$ cat config.mk
export PLATFORM = sky130hd
export DESIGN_NAME = dbg_port
export DESIGN_NICKNAME = d
export VERILOG_FILES = /design/src/rtl/dbg_pkg.sv /design/src/rtl/dbg_port.sv
export VERILOG_INCLUDE_DIRS = /design/src /design/src/include
export SDC_FILE = /design/constraint.sdc
export NUM_CORES = 1
export LEC_CHECK = 0
export BUFFER_PORTS_ARGS = -buffer_cell sky130_fd_sc_hd__buf_2
export CAP_MARGIN = 0
export CORE_AREA = 10 10 394 396
export CTS_BUF_LIST = sky130_fd_sc_hd__clkbuf_4
export CTS_CLUSTER_SIZE = 40
export DETAILED_ROUTE_END_ITERATION = 16
export DIE_AREA = 0 0 404 406
export GPL_TIMING_DRIVEN = 1
export PLACE_DENSITY = 0.36
export SYNTH_ARGS = -nofsm -noshare
export SYNTH_HDL_FRONTEND = slang
export SYNTH_SLANG_ARGS = --single-unit
$ cat constraint.sdc
create_clock -name i_clk -period 3 [get_ports i_clk]
set_input_delay 0.15 -clock i_clk [delete_from_list [all_inputs] [get_ports i_clk]]
set_output_delay 0.15 -clock i_clk [all_outputs]
set_load 0.02 [all_outputs]
$ cat src/include/dbg_defines.svh
`ifndef DBG_DEFINES_SVH
`define DBG_DEFINES_SVH

// Data and address width, one word
`define DBG_XLEN 64

// Trace buffer depth is 2**DBG_STK_LOG2
`define DBG_STK_LOG2 3

// Debug memory size in bytes
`define DBG_MEM_BYTES 1024

// Cycles from memory acceptance to response
`define DBG_MEM_LAT 2

// Implemented CSRs at addresses 0 to DBG_CSR_NUM-1
`define DBG_CSR_NUM 8

`endif
$ cat src/rtl/dbg_pkg.sv
`include "dbg_defines.svh"

package dbg_pkg;

    typedef enum logic [1:0] {
        DPORT_REG     = 2'd0,   // CSR, register bank or extension region
        DPORT_MEM     = 2'd1,
        DPORT_INVALID = 2'd2
    } dport_kind_e;

    typedef struct packed {
        dport_kind_e          kind;
        logic                 write;
        logic [15:0]          addr;     // Region in bits 15:12
        logic [`DBG_XLEN-1:0] wdata;
        logic [1:0]           size;     // 0 = 1 byte .. 3 = 8 bytes
    } dport_req_t;

    typedef struct packed {
        logic                 error;
        logic [`DBG_XLEN-1:0] rdata;
    } dport_resp_t;

    typedef struct packed {
        logic                 write;
        logic [11:0]          addr;
        logic [`DBG_XLEN-1:0] data;
    } csr_req_t;

    typedef struct packed {
        logic [`DBG_XLEN-1:0] data;
        logic                 exception;
    } csr_resp_t;

    typedef struct packed {
        logic                 write;
        logic [`DBG_XLEN-1:0] addr;
        logic [1:0]           size;
        logic [`DBG_XLEN-1:0] wdata;
    } mem_req_t;

    typedef struct packed {
        logic                 error;
        logic [`DBG_XLEN-1:0] rdata;
    } mem_resp_t;

    typedef struct packed {
        logic                 en;
        logic                 write;
        logic [5:0]           addr;
        logic [`DBG_XLEN-1:0] wdata;
    } ireg_req_t;

    typedef struct packed {
        logic [`DBG_XLEN-1:0] npc;
        logic [`DBG_XLEN-1:0] pc;
    } stk_entry_t;

    typedef enum logic [3:0] {
        ST_IDLE,
        ST_CSR_REGION,
        ST_REG_BANK,
        ST_STK_CNT,
        ST_STK_ADR,
        ST_STK_DAT,
        ST_MEM_REQUEST,
        ST_MEM_RESPONSE,
        ST_WAIT_ACCEPT
    } dport_state_e;

    localparam logic [3:0] REGION_CSR = 4'h0;
    localparam logic [3:0] REGION_REG = 4'h1;
    localparam logic [3:0] REGION_EXT = 4'hC;   // Non-standard extension

endpackage

$ cat src/rtl/dbg_port.sv
`timescale 1ns/100ps

`include "dbg_defines.svh"

module dbg_port (
    input  logic                     i_clk,
    input  logic                     i_nrst,
    input  logic                     i_dport_req_valid,
    input  dbg_pkg::dport_req_t      i_dport_req,
    output logic                     o_dport_req_ready,
    output logic                     o_dport_resp_valid,
    output dbg_pkg::dport_resp_t     o_dport_resp,
    input  logic                     i_dport_resp_ready,
    output logic                     o_csr_req_valid,
    output dbg_pkg::csr_req_t        o_csr_req,
    input  logic                     i_csr_req_ready,
    input  logic                     i_csr_resp_valid,
    input  dbg_pkg::csr_resp_t       i_csr_resp,
    output logic                     o_csr_resp_ready,
    output dbg_pkg::ireg_req_t       o_ireg,
    input  logic [`DBG_XLEN-1:0]     i_ireg_rdata,
    output logic                     o_mem_req_valid,
    output dbg_pkg::mem_req_t        o_mem_req,
    input  logic                     i_mem_req_ready,
    input  logic                     i_mem_req_error,
    input  logic                     i_mem_resp_valid,
    input  dbg_pkg::mem_resp_t       i_mem_resp,
    input  logic                     i_e_call,
    input  logic                     i_e_ret,
    input  dbg_pkg::stk_entry_t      i_e_trace,
    output logic                     o_stk_we,
    output logic [`DBG_STK_LOG2-1:0] o_stk_waddr,
    output dbg_pkg::stk_entry_t      o_stk_wdata,
    output logic [`DBG_STK_LOG2-1:0] o_stk_raddr,
    input  dbg_pkg::stk_entry_t      i_stk_rdata
);

localparam logic [11:0] IDX_STK_CNT  = 12'd64;
localparam logic [11:0] IDX_STK_BASE = 12'd128;
localparam logic [11:0] IDX_STK_END  = IDX_STK_BASE + 12'(2 << `DBG_STK_LOG2);

dbg_pkg::dport_state_e    state_q, state_d;
dbg_pkg::dport_req_t      req_q, req_d;
logic [`DBG_XLEN-1:0]     rdata_q, rdata_d;
logic                     err_q, err_d;
logic                     csr_acc_q, csr_acc_d;     // CSR request accepted
logic [`DBG_STK_LOG2-1:0] stk_cnt_q, stk_cnt_d;
logic [11:0]              idx;

always_comb begin
    state_d   = state_q;
    req_d     = req_q;
    rdata_d   = rdata_q;
    err_d     = err_q;
    csr_acc_d = csr_acc_q;
    stk_cnt_d = stk_cnt_q;
    idx       = i_dport_req.addr[11:0];

    o_dport_req_ready  = 1'b0;
    o_dport_resp_valid = 1'b0;
    o_csr_req_valid    = 1'b0;
    o_csr_resp_ready   = 1'b0;
    o_mem_req_valid    = 1'b0;
    o_ireg             = '0;
    o_stk_raddr        = '0;
    o_stk_we           = 1'b0;
    o_stk_waddr        = stk_cnt_q;
    o_stk_wdata        = i_e_trace;

    // Trace push on CALL, pop on RET, CALL first
    if (i_e_call && (stk_cnt_q != '1)) begin
        o_stk_we  = 1'b1;
        stk_cnt_d = stk_cnt_q + 1'b1;
    end else if (i_e_ret && (stk_cnt_q != '0)) begin
        stk_cnt_d = stk_cnt_q - 1'b1;
    end

    case (state_q)
    dbg_pkg::ST_IDLE: begin
        o_dport_req_ready = 1'b1;
        rdata_d   = '0;
        err_d     = 1'b0;
        csr_acc_d = 1'b0;
        if (i_dport_req_valid) begin
            req_d   = i_dport_req;
            state_d = dbg_pkg::ST_WAIT_ACCEPT;  // Error answer unless decoded below
            err_d   = 1'b1;
            if (i_dport_req.kind == dbg_pkg::DPORT_REG) begin
                case (i_dport_req.addr[15:12])
                dbg_pkg::REGION_CSR: begin
                    state_d = dbg_pkg::ST_CSR_REGION;
                    err_d   = 1'b0;
                end
                dbg_pkg::REGION_REG: begin
                    state_d = dbg_pkg::ST_REG_BANK;
                    err_d   = 1'b0;
                end
                dbg_pkg::REGION_EXT: begin
                    if (idx == IDX_STK_CNT) begin
                        state_d = dbg_pkg::ST_STK_CNT;
                        err_d   = 1'b0;
                    end else if ((idx >= IDX_STK_BASE) && (idx < IDX_STK_END)) begin
                        state_d = dbg_pkg::ST_STK_ADR;
                        err_d   = 1'b0;
                    end
                end
                default: begin
                end
                endcase
            end else if (i_dport_req.kind == dbg_pkg::DPORT_MEM) begin
                state_d = dbg_pkg::ST_MEM_REQUEST;
                err_d   = 1'b0;
            end
        end
    end
    dbg_pkg::ST_CSR_REGION: begin
        o_csr_req_valid  = !csr_acc_q;
        o_csr_resp_ready = csr_acc_q;
        if (!csr_acc_q && i_csr_req_ready) begin
            csr_acc_d = 1'b1;
        end
        if (csr_acc_q && i_csr_resp_valid) begin
            rdata_d = i_csr_resp.data;
            err_d   = i_csr_resp.exception;
            state_d = dbg_pkg::ST_WAIT_ACCEPT;
        end
    end
    dbg_pkg::ST_REG_BANK: begin
        o_ireg.en    = 1'b1;
        o_ireg.write = req_q.write;
        o_ireg.addr  = req_q.addr[5:0];
        o_ireg.wdata = req_q.wdata;
        rdata_d      = i_ireg_rdata;    // Value before the write
        state_d      = dbg_pkg::ST_WAIT_ACCEPT;
    end
    dbg_pkg::ST_STK_CNT: begin
        rdata_d = '0;
        rdata_d[`DBG_STK_LOG2-1:0] = stk_cnt_q;
        if (req_q.write) begin
            stk_cnt_d = req_q.wdata[`DBG_STK_LOG2-1:0]; // Host overrides CALL/RET
        end
        state_d = dbg_pkg::ST_WAIT_ACCEPT;
    end
    dbg_pkg::ST_STK_ADR: begin
        o_stk_raddr = req_q.addr[`DBG_STK_LOG2:1];   // Entry k of 128+2k+b
        state_d     = dbg_pkg::ST_STK_DAT;
    end
    dbg_pkg::ST_STK_DAT: begin
        rdata_d = req_q.addr[0] ? i_stk_rdata.npc : i_stk_rdata.pc;
        state_d = dbg_pkg::ST_WAIT_ACCEPT;
    end
    dbg_pkg::ST_MEM_REQUEST: begin
        o_mem_req_valid = 1'b1;
        if (i_mem_req_ready) begin
            if (i_mem_req_error) begin
                err_d   = 1'b1;
                rdata_d = '1;
                state_d = dbg_pkg::ST_WAIT_ACCEPT;
            end else begin
                state_d = dbg_pkg::ST_MEM_RESPONSE;
            end
        end
    end
    dbg_pkg::ST_MEM_RESPONSE: begin
        if (i_mem_resp_valid) begin
            rdata_d = i_mem_resp.rdata;
            err_d   = i_mem_resp.error;
            state_d = dbg_pkg::ST_WAIT_ACCEPT;
        end
    end
    dbg_pkg::ST_WAIT_ACCEPT: begin
        o_dport_resp_valid = 1'b1;      // Held until host takes it
        if (i_dport_resp_ready) begin
            state_d = dbg_pkg::ST_IDLE;
        end
    end
    default: begin
        state_d = dbg_pkg::ST_IDLE;
    end
    endcase
end

always_comb begin
    o_dport_resp.error = err_q;
    o_dport_resp.rdata = rdata_q;
    o_csr_req.write    = req_q.write;
    o_csr_req.addr     = req_q.addr[11:0];
    o_csr_req.data     = req_q.wdata;
    o_mem_req.write    = req_q.write;
    o_mem_req.addr     = {{(`DBG_XLEN-16){1'b0}}, req_q.addr};
    o_mem_req.size     = req_q.size;
    o_mem_req.wdata    = req_q.wdata;
end

always_ff @(posedge i_clk or negedge i_nrst) begin
    if (!i_nrst) begin
        state_q   <= dbg_pkg::ST_IDLE;
        req_q     <= '0;
        rdata_q   <= '0;
        err_q     <= 1'b0;
        csr_acc_q <= 1'b0;
        stk_cnt_q <= '0;
    end else begin
        state_q   <= state_d;
        req_q     <= req_d;
        rdata_q   <= rdata_d;
        err_q     <= err_d;
        csr_acc_q <= csr_acc_d;
        stk_cnt_q <= stk_cnt_d;
    end
end

endmodule

==> results.py, run 1 <==
metrics = {
    "setup_path": {
        "critical_path_arrival_ps": 3640,
        "slowest_stage": "dlygate4sd3_1",
        "path_common_cell": "buf_4",
        "crit_family": "buffers and inverters",
        "max_stage_delay_ps": 570,
        "cp_max_fo": 28,
        "crit_required_ps": 3790,
        "startpoint_type": "register",
        "crit_path_cell_trace": "buf_4, buf_4, buf_4, nor2_1, a21oi_1, dlygate4sd3_1, o22ai_1, dlygate4sd3_1, a22o_1",
        "crit_buf_inv": 5,
        "worst-setup-path-type": "reg -> reg",
        "endpoint_kind": "register",
    },
    "placement": {
        "port_buffers": 726,
        "placedCellCount": 3544,
        "dp_hpwl_um": 92900,
        "gp_congestion": 0.908,
    },
    "sta": {
        "relSlewSlack_pct": 37.2,
        "worstMarginPinSlew_ps": 916,
        "maxSlewViolCount": 0,
        "period_share_pct": 95.0,
        "fin_worst_skew_ps": 67.9,
        "period_needed_ps": 2850,
        "setup_viol": 0,
        "finalHoldViolCount": 0,
        "max_clock_freq_mhz": 351,
    },
    "power_and_ir_drop": {
        "p_int_uw": 6990,
        "ir_drop_v": 0.000575,
        "leakagePower_uw": 0.00914,
        "power_density_mw_per_mm2": 784,
        "power.switching_uw": 8450,
        "switching_share_pct": 54.7,
        "p_clk_share_pct": 10.9,
        "power_frac_seq_pct": 26.5,
        "p_comb_share_pct": 62.6,
        "power_uw": 15400,
    },
    "routing": {
        "wire_per_inst_um": 28.6,
        "drtPass1Iterations": 5,
        "vias_per_cell": 3.22,
        "drt_iter0_markers": 825,
        "drt_wl_total_um": 114000,
        "ant_nets": 0,
        "drc": 0,
        "vias": 12830,
    },
    "clock_tree": {
        "path_clk_slew_ps": 230,
        "cts_tree": "yes",
        "htree_levels": 4,
        "clock-sinks": 156,
        "cts-root-buf": "clkbuf_4",
        "numCtsBuffers": 17,
        "clockBufferDepth": 2,
        "insertion_delay_ps": 860,
    },
    "floorplan": {
        "die_area_mm2": 0.164,
        "core-area_mm2": 0.147,
        "io_pins": 1031,
        "initial_core_util_pct": 7.42,
        "die_height_um": 406,
        "die_w_um": 404,
        "rows": 141,
    },
    "synth": {
        "synth-edff-count": 0,
        "yosysWarningCount": 0,
        "syn_area_mm2": 0.0109,
        "avgSynthCellArea_um2": 9.53,
        "syn_inst": 1146,
        "synth_cell_types": 52,
        "ys.flop_type": "dfrtp_1",
        "synthArstFlopShare_pct": 100,
        "synth-seq-cells": 156,
        "yosysSeqAreaShare_pct": 35.8,
    },
    "outcome": {
        "outcome": "finished, final reports clean",
    },
    "global_routing": {
        "grt-ovfl-total": 0,
        "grt_max_degree": 71,
        "grt_pass1_vias": 13767,
        "antenna_found_initial": 62,
        "grt_pass1_wl_um": 141000,
        "grt_util_all_layers_pct": 13.0,
    },
    "layout": {
        "drive_above_1_share_pct": 45.6,
        "stdcell_count": 3983,
        "syn_to_final_growth_pct": 80.6,
        "final_nets": 2573,
        "fin_util_pct": 13.4,
    },
    "hold_path": {
        "min_path_type": "in -> reg",
    },
    "flow_run": {
        "max-cap-violations": 0,
    },
}
==> layout by cell type, fill, tap and decap left out, types with 4 or more instances in the layout <==
master and count:
ha_1 4, a22o_1 19, a21oi_1 102, conb_1 48
inv_8 4, bufbuf_16 4, o211ai_1 4, buf_2 725
nand3_1 4, o221ai_1 15, nand2b_1 5, and3_1 73
diode_2 17, mux2_2 84, inv_1 9, inv_6 4
o21ai_0 69, dfrtp_1 151, buf_4 43, o2bb2ai_1 46
o22ai_1 48, dlygate4sd3_1 365, nand2_1 11, a22oi_1 15
clkbuf_4 17, mux2i_1 68, buf_12 12, nor2_1 15
nor3_1 6
==> Yosys cell counts (all sizes together), types with 3 or more instances <==
master / n / area [um^2]
nand3: 4 / 20.0
and3: 73 / 457
a211oi: 3 / 22.5
o221ai: 15 / 131
nand2b: 5 / 31.3
mux2i: 68 / 681
nor2b: 7 / 51.3
clkbuf: 59 / 221
a21oi: 102 / 510
buf: 285 / 2080
inv: 10 / 37.5
o21ai: 69 / 345
dfrtp: 156 / 3900
o211ai: 4 / 30.0
and2: 3 / 18.8
a22oi: 15 / 113
ha: 4 / 50.1
o22ai: 48 / 300
nand3b: 3 / 22.5
nor3: 6 / 30.0
mux2: 84 / 946
nor2: 19 / 73.8
a22o: 19 / 166
o2bb2ai: 46 / 403
or2: 4 / 25.0
nand2: 12 / 45.0
==> per-stage QoR <==
step | hold slack (ps) | setup WS, ps | setup TNS [ps] | instance area, um^2
floorplan | -146 | 949 | 0 | 11100
global placement | 164 | 139 | 0 | 15300
detailed placement | 171 | 135 | 0 | 15300
CTS | 7.46 | 6.50 | 0 | 19600
global route | 33.1 | -35.9 | -291 | 19700
finish | 205 | 151 | 0 | 19700
==> what timing repair did <==
action | CTS | global route
hold buffers | 366 | 0
resized for setup | 13 | 3
setup endpoints to repair | 75 | 43
hold endpoints to repair | 312 | 0
gates cloned | 4 | 3
setup buffers | 14 | 3
pin swaps | 1 | 1
==> power by group through the flow <==
| stage | sequential, uW | combinational [uW] | clock, uW |
|---|---|---|---|
| floorplan | 4110 | 4970 | 0 |
| global placement | 4390 | 8350 | 0 |
| detailed placement | 4400 | 8350 | 0 |
| CTS | 4240 | 9710 | 1850 |
| global route | 4250 | 10400 | 1900 |
| finish | 4090 | 9670 | 1690 |
==> logic make-up (layout without fill, tap and decap cells) <==
logic type,Yosys count,count (layout),share of synthesized area [%]
flops,156,156,35.8
other cells,1,65,0.0344
buf+inv,354,1194,21.5
simple gates,144,146,7.81
fa+ha+maj,4,4,0.458
xor+xnor,3,3,0.241
compound gates,332,333,19.3
mux,152,152,14.9
==> sequential cells by signal, summed over array words and instances (netlist names) <==
name / count
csr_acc_q: 1
err_q: 1
o_csr_req: 77
o_mem_req: 6
o_stk_waddr: 3
rdata_q: 64
state_q: 4
==> cell type report <==
type / count / area [um^2]
fillers: 16992 / 127000
repair buffers: 1152 / 8050
multi-input cells: 686 / 4950
flip-flops and latches: 156 / 3920
well taps: 1930 / 2410
clock inverters: 15 / 174
clock buffers: 17 / 128
diodes: 17 / 42.5
inverters: 10 / 38.8
==> path summary, 6_finish.rpt <==
| path | start | end | slack, ps | depth (start not counted) |
|---|---|---|---|---|
| min in group asynchronous | i_nrst | o_csr_req[64] | 430 | 4 |
| hold reg to reg | rdata_q[16] | rdata_q[16] | 500 | 1 |
| max in group asynchronous | i_nrst | rdata_q[28] | 2040 | 4 |
| setup reg to reg | state_q[2] | rdata_q[0] | 150 | 9 |
| hold / removal | i_dport_req[17] | o_csr_req[15] | 210 | 3 |
| setup / recovery | state_q[2] | rdata_q[0] | 150 | 9 |
==> tightest hold or removal path, cell delays in order <==
cell and delay, ps:
dlygate4sd3_1 610, buf_2 140, mux2_2 130
==> routing by layer <==
layer / share of wire (%) / up-vias / track usage [%]
li1: - / 5646 / -
met1: 36 / 6151 / 13.6
met2: 50 / 831 / 23.0
met3: 11 / 168 / 5.99
met4: 3.2 / 34 / 4.25
met5: 0.41 / - / 1.37
No activity file was read; power rests on OpenSTA's default activity.
==> run 2: changes to the inputs <==
REMOVE_ABC_BUFFERS = 1   (was not set)
==> run 2 against run 1 <==
  * Sequential share of layout area up 0.44 points
  * Count of clock-buffer cells in the layout up 2
  * Power up 0.51%
  * Hold slack worse by 14 ps
  * Core utilization down 0.30 points
  * Sequential power up 7.8%
  * Wire length up 6.8%
  * Final cell count down 1.2%
  * Critical endpoint is now rdata_q[3]
==> results.py, run 2 (same netlist as run 1, synthesis figures left out) <==
metrics = {
    "setup_path": {
        "cp_max_fo": 21,
        "crit_required_ps": 3650,
        "cp-startpoint": "state_q[0]",
        "path_depth": 8,
        "endpoint_kind": "register",
        "r2r_cells": 8,
        "crit_buf_inv": 4,
        "endpoint": "rdata_q[3]",
        "crit_path_cell_trace": "buf_4, clkinv_2, buf_4, a21oi_1, o22ai_1, a21oi_1, dlygate4sd3_1, o2bb2ai_1",
        "startpoint_type": "register",
        "critical_path_arrival_ps": 3540,
        "worst_r2r_endpoint": "rdata_q[3]",
        "rr_startpoint": "state_q[0]",
        "r2r_slack_ps": 110,
        "max_stage_delay_ps": 640,
        "slowest_stage": "dlygate4sd3_1",
        "crit_family": "buffers and inverters",
        "worst-setup-path-type": "reg -> reg",
    },
    "routing": {
        "drt_iter0_markers": 845,
        "vias": 12961,
        "drtPass1Iterations": 5,
        "drt_wl_total_um": 122000,
        "vias_per_cell": 3.29,
        "ant_nets": 0,
        "wire_per_inst_um": 30.9,
        "drc": 0,
    },
    "sta": {
        "fin_ws_ps": 108,
        "max_clock_freq_mhz": 346,
        "finalHoldViolCount": 0,
        "whs_ps": 191,
        "period_needed_ps": 2890,
        "relSlewSlack_pct": 27.4,
        "period_share_pct": 96.4,
        "fin_worst_skew_ps": 32.7,
        "worstMarginPinSlew_ps": 1090,
        "maxSlewViolCount": 0,
        "setup_viol": 0,
        "rsz0062_at_grt": "no",
    },
    "clock_tree": {
        "clock-sinks": 156,
        "cts_tree": "yes",
        "cts-root-buf": "clkbuf_4",
        "htree_levels": 4,
        "insertion_delay_ps": 800,
        "path_clk_slew_ps": 170,
        "clockBufferDepth": 2,
        "numCtsBuffers": 17,
    },
    "floorplan": {
        "die_area_mm2": 0.164,
        "io_pins": 1031,
        "core-area_mm2": 0.147,
        "die_w_um": 404,
        "initial_core_util_pct": 7.42,
        "rows": 141,
        "die_height_um": 406,
    },
    "placement": {
        "dpl_cell_area_mm2": 0.0152,
        "port_buffers": 726,
        "place_ws_ps": 409,
        "dp_hpwl_um": 98500,
        "gp_congestion": 0.841,
    },
    "layout": {
        "final_cell_mix": "buf_2, dlygate4sd3_1, dfrtp_1",
        "fillCellCount": 16932,
        "final_nets": 2532,
        "drive_above_1_share_pct": 44.7,
        "layout_commonest_cell": "buf_2",
        "syn_to_final_growth_pct": 76.5,
        "largest_reg_flops": 77,
        "fin_area_mm2": 0.0193,
        "fin_util_pct": 13.1,
    },
    "power_and_ir_drop": {
        "power_uw": 15500,
        "p_clk_share_pct": 11.1,
        "power_density_mw_per_mm2": 806,
        "p_comb_share_pct": 60.5,
        "p_int_uw": 6820,
        "leakagePower_uw": 0.00889,
        "switching_share_pct": 56.1,
        "power_frac_seq_pct": 28.4,
        "power.switching_uw": 8710,
        "ir_drop_v": 0.000782,
    },
    "outcome": {
        "outcome": "finished, final reports clean",
    },
    "global_routing": {
        "grt_pass1_vias": 13366,
        "antenna_found_initial": 33,
        "grt_util_all_layers_pct": 14.0,
        "grt_max_degree": 116,
        "grt-ovfl-total": 0,
        "grt_pass1_wl_um": 149000,
    },
    "hold_path": {
        "min_path_type": "in -> reg",
    },
    "flow_run": {
        "max-cap-violations": 0,
    },
}
## run 2: power groups by stage
stage / Clock, uW / Sequential, uW / Combinational [uW]
after floorplan: 0 / 5080 / 2800
after global placement: 0 / 4610 / 8650
after global routing: 1930 / 4570 / 10000
final: 1720 / 4410 / 9390
after CTS: 1910 / 4570 / 9590
after detailed placement: 0 / 4610 / 8690
## run 2: final cells by class
type | instances | area, um^2 | area share, %
clock buffer | 19 | 143 | 0.740
sequential | 156 | 3910 | 20.3
tap | 1930 | 2410 | 12.5
clock inverter | 13 | 180 | 0.935
timing repair buffer | 1114 | 7620 | 39.6
multi-input combinational | 683 | 4920 | 25.6
inverter | 10 | 38.8 | 0.201
antenna | 12 | 30.0 | 0.156
## run 2: tightest hold or removal path, cell delays in order
cell,delay (ps)
buf_2,80
mux2i_1,150
nor2_1,180
a21oi_1,50
o22ai_1,180
a22o_1,150
## run 2: layer usage
layer / share of wire (%) / global-route usage, % / wire length [um] / vias to the layer above
li1: - / - / - / 5546
met1: 41 / 16.3 / 49400 / 6345
met2: 43 / 20.4 / 52000 / 995
met3: 15 / 10.3 / 18400 / 47
met4: 0.53 / 1.86 / 640 / 28
met5: 1.1 / 5.73 / 1350 / -
## run 2: repair_timing
| item | 4_1_cts | 5_1_grt |
|---|---|---|
| hold buffers | 358 | 0 |
| pin swaps | 0 | 1 |
| endpoints found under the setup margin | 74 | 25 |
| resized for setup | 11 | 4 |
| cloned | 0 | 1 |
| hold endpoints to repair | 312 | 0 |
| setup buffers | 0 | 2 |
## run 2: worst min-delay path by stage
stage                               start             to  slack (ps)  depth (start not counted)
after detailed placement           i_nrst  o_csr_req[41]         190                          1
after global routing      i_dport_req[48]  o_csr_req[46]         100                          3
final                     i_ireg_rdata[0]     rdata_q[0]         190                          6
after CTS                 i_ireg_rdata[0]     rdata_q[0]          10                          6
after floorplan                    i_nrst      csr_acc_q        -150                          0
after global placement             i_nrst  o_csr_req[41]         190                          1
## run 2: metrics by stage
stage | instances | TNS, ps
2_1_floorplan | 849 | -451510
4_1_cts | 3922 | 0
3_5_place_dp | 3532 | 0
5_1_grt | 3929 | 0
3_3_place_gp | 3532 | 0
6_report | 3937 | 0
==> run 3: changes to the inputs <==
GPL_TIMING_DRIVEN = 0   (was 1)
==> run 3 against run 2 <==
  * Largest cell class unchanged
  * Critical path depth shrank 2
  * First-iteration DRC count increased by 22%
  * Highest routed layer unchanged
  * Maximum frequency is 1.5% lower
  * Hold slack worse by 37 ps
  * Critical path type unchanged
==> results.py, run 3 (same netlist as run 1, synthesis figures left out) <==
metrics = {
    "outcome": {
        "outcome": "finished, final reports clean",
    },
    "routing": {
        "drtPass1Iterations": 6,
        "wire_per_inst_um": 30.6,
        "vias": 13612,
        "ant_nets": 0,
        "drt_wl_total_um": 125000,
        "vias_per_cell": 3.34,
        "drc": 0,
        "drt_iter0_markers": 1034,
    },
    "setup_path": {
        "critical_path_arrival_ps": 3660,
        "crit_required_ps": 3730,
        "endpoint_kind": "register",
        "rr_startpoint": "o_csr_req[64]",
        "worst-setup-path-type": "reg -> reg",
        "startpoint_type": "register",
        "cp_max_fo": 39,
        "cp-startpoint": "o_csr_req[64]",
    },
    "clock_tree": {
        "clock-sinks": 156,
        "cts-root-buf": "clkbuf_4",
        "numCtsBuffers": 17,
        "path_clk_slew_ps": 190,
        "cts_tree": "yes",
        "clockBufferDepth": 2,
        "insertion_delay_ps": 880,
        "htree_levels": 4,
    },
    "sta": {
        "fin_worst_skew_ps": 35.7,
        "maxSlewViolCount": 0,
        "max_clock_freq_mhz": 341,
        "period_needed_ps": 2930,
        "setup_viol": 0,
        "worstMarginPinSlew_ps": 768,
        "finalHoldViolCount": 0,
        "relSlewSlack_pct": 48.8,
        "period_share_pct": 97.8,
    },
    "hold_path": {
        "worstHoldStart": "i_csr_resp[39]",
        "min_path_type": "in -> reg",
    },
    "placement": {
        "dp_hpwl_um": 98900,
        "gp_congestion": 0.844,
        "port_buffers": 726,
    },
    "global_routing": {
        "grt_pass1_wl_um": 155000,
        "grt_util_all_layers_pct": 14.5,
        "grt-ovfl-total": 0,
        "grt_max_degree": 85,
        "grt_pass1_vias": 14168,
        "antenna_found_initial": 36,
    },
    "power_and_ir_drop": {
        "power_density_mw_per_mm2": 790,
        "power_uw": 16400,
        "leakagePower_uw": 0.00952,
        "p_comb_share_pct": 62.4,
        "switching_share_pct": 56.0,
        "p_int_uw": 7220,
        "p_clk_share_pct": 10.5,
        "power_frac_seq_pct": 27.2,
        "ir_drop_v": 0.000567,
        "power.switching_uw": 9180,
    },
    "layout": {
        "fin_util_pct": 14.1,
        "final_cell_mix": "buf_2, dlygate4sd3_1, dfrtp_1",
        "syn_to_final_growth_pct": 90.1,
        "largest_reg_flops": 77,
        "layout_commonest_cell": "buf_2",
        "final_nets": 2662,
        "drive_above_1_share_pct": 43.1,
    },
    "floorplan": {
        "io_pins": 1031,
        "die_height_um": 406,
        "rows": 141,
        "die_area_mm2": 0.164,
        "die_w_um": 404,
        "initial_core_util_pct": 7.42,
        "core-area_mm2": 0.147,
    },
    "flow_run": {
        "max-cap-violations": 0,
    },
}
==> run 3: cell count changes in the layout (fill, tap and decap cells not counted), sizes merged, moves of 2 or more <==
cell         delta
buf            +18
bufinv          -2
clkbuf          -3
clkinv          +2
diode           +4
dlygate4sd3   +112
inv             +3
==> run 3: power groups by stage <==
stage	Combinational [uW]	Sequential, uW	Clock, uW
floorplan	2800	5080	0
global placement	8180	4920	0
detailed placement	8630	4820	0
CTS	10300	4670	1890
global route	10900	4620	1930
finish	10200	4460	1720
==> run 3: final cells by class <==
| type | instances | area (um^2) |
|---|---|---|
| well taps | 1930 | 2410 |
| clock buffers | 17 | 128 |
| fillers | 16769 | 126000 |
| repair buffers | 1243 | 9060 |
| flip-flops and latches | 156 | 3920 |
| inverters | 10 | 45.0 |
| multi-input cells | 684 | 4960 |
| clock inverters | 15 | 189 |
| diodes | 16 | 40.0 |
==> run 3: repair_timing <==
action	CTS	global route
setup endpoints to repair	229	21
pin swaps	2	2
hold buffers	470	0
endpoints found under the hold margin	312	0
gates cloned	1	0
buffers inserted	24	6
resized for setup	12	4
==> run 3: through the flow <==
| stage | instance area [um^2] | setup WS (ps) | hold slack, ps | TNS (ps) | cells |
|---|---|---|---|---|---|
| floorplan | 8790 | -2830 | -146 | -451510 | 849 |
| global placement | 14800 | -9820 | 300 | -2207160 | 3505 |
| detailed placement | 15300 | -640 | 155 | -60490 | 3522 |
| CTS | 20600 | 15.8 | 2.37 | 0 | 4049 |
| global route | 20700 | -8.65 | 54.2 | -8.65 | 4062 |
| finish | 20800 | 65.1 | 154 | 0 | 4071 |
==> run 3: per-layer routing <==
layer / track usage, % / vias to the layer above / share of wire, %
met5: 8.54 / - / 1.7
met4: 3.10 / 38 / 2.3
met3: 11.6 / 118 / 17
met2: 21.1 / 1139 / 41
met1: 15.8 / 6499 / 38
li1: - / 5818 / -
==> run 3: worst paths after layout <==
kind	end	slack (ps)	cells past startpoint
worst max register to register	rdata_q[27]	70	6
worst min-delay path	rdata_q[38]	150	4
max in group asynchronous	rdata_q[13]	2110	4
min in group asynchronous	o_csr_req[59]	330	4
worst max-delay path	rdata_q[27]	70	6
worst min register to register	rdata_q[13]	500	1
==> run 3: critical path, stage by stage, from the launching register on <==
cell           delay, ps
dfrtp_4              830
buf_16               290
mux2i_1              230
dlygate4sd3_1        570
o22ai_1              180
a21oi_1              440
o2bb2ai_1            140
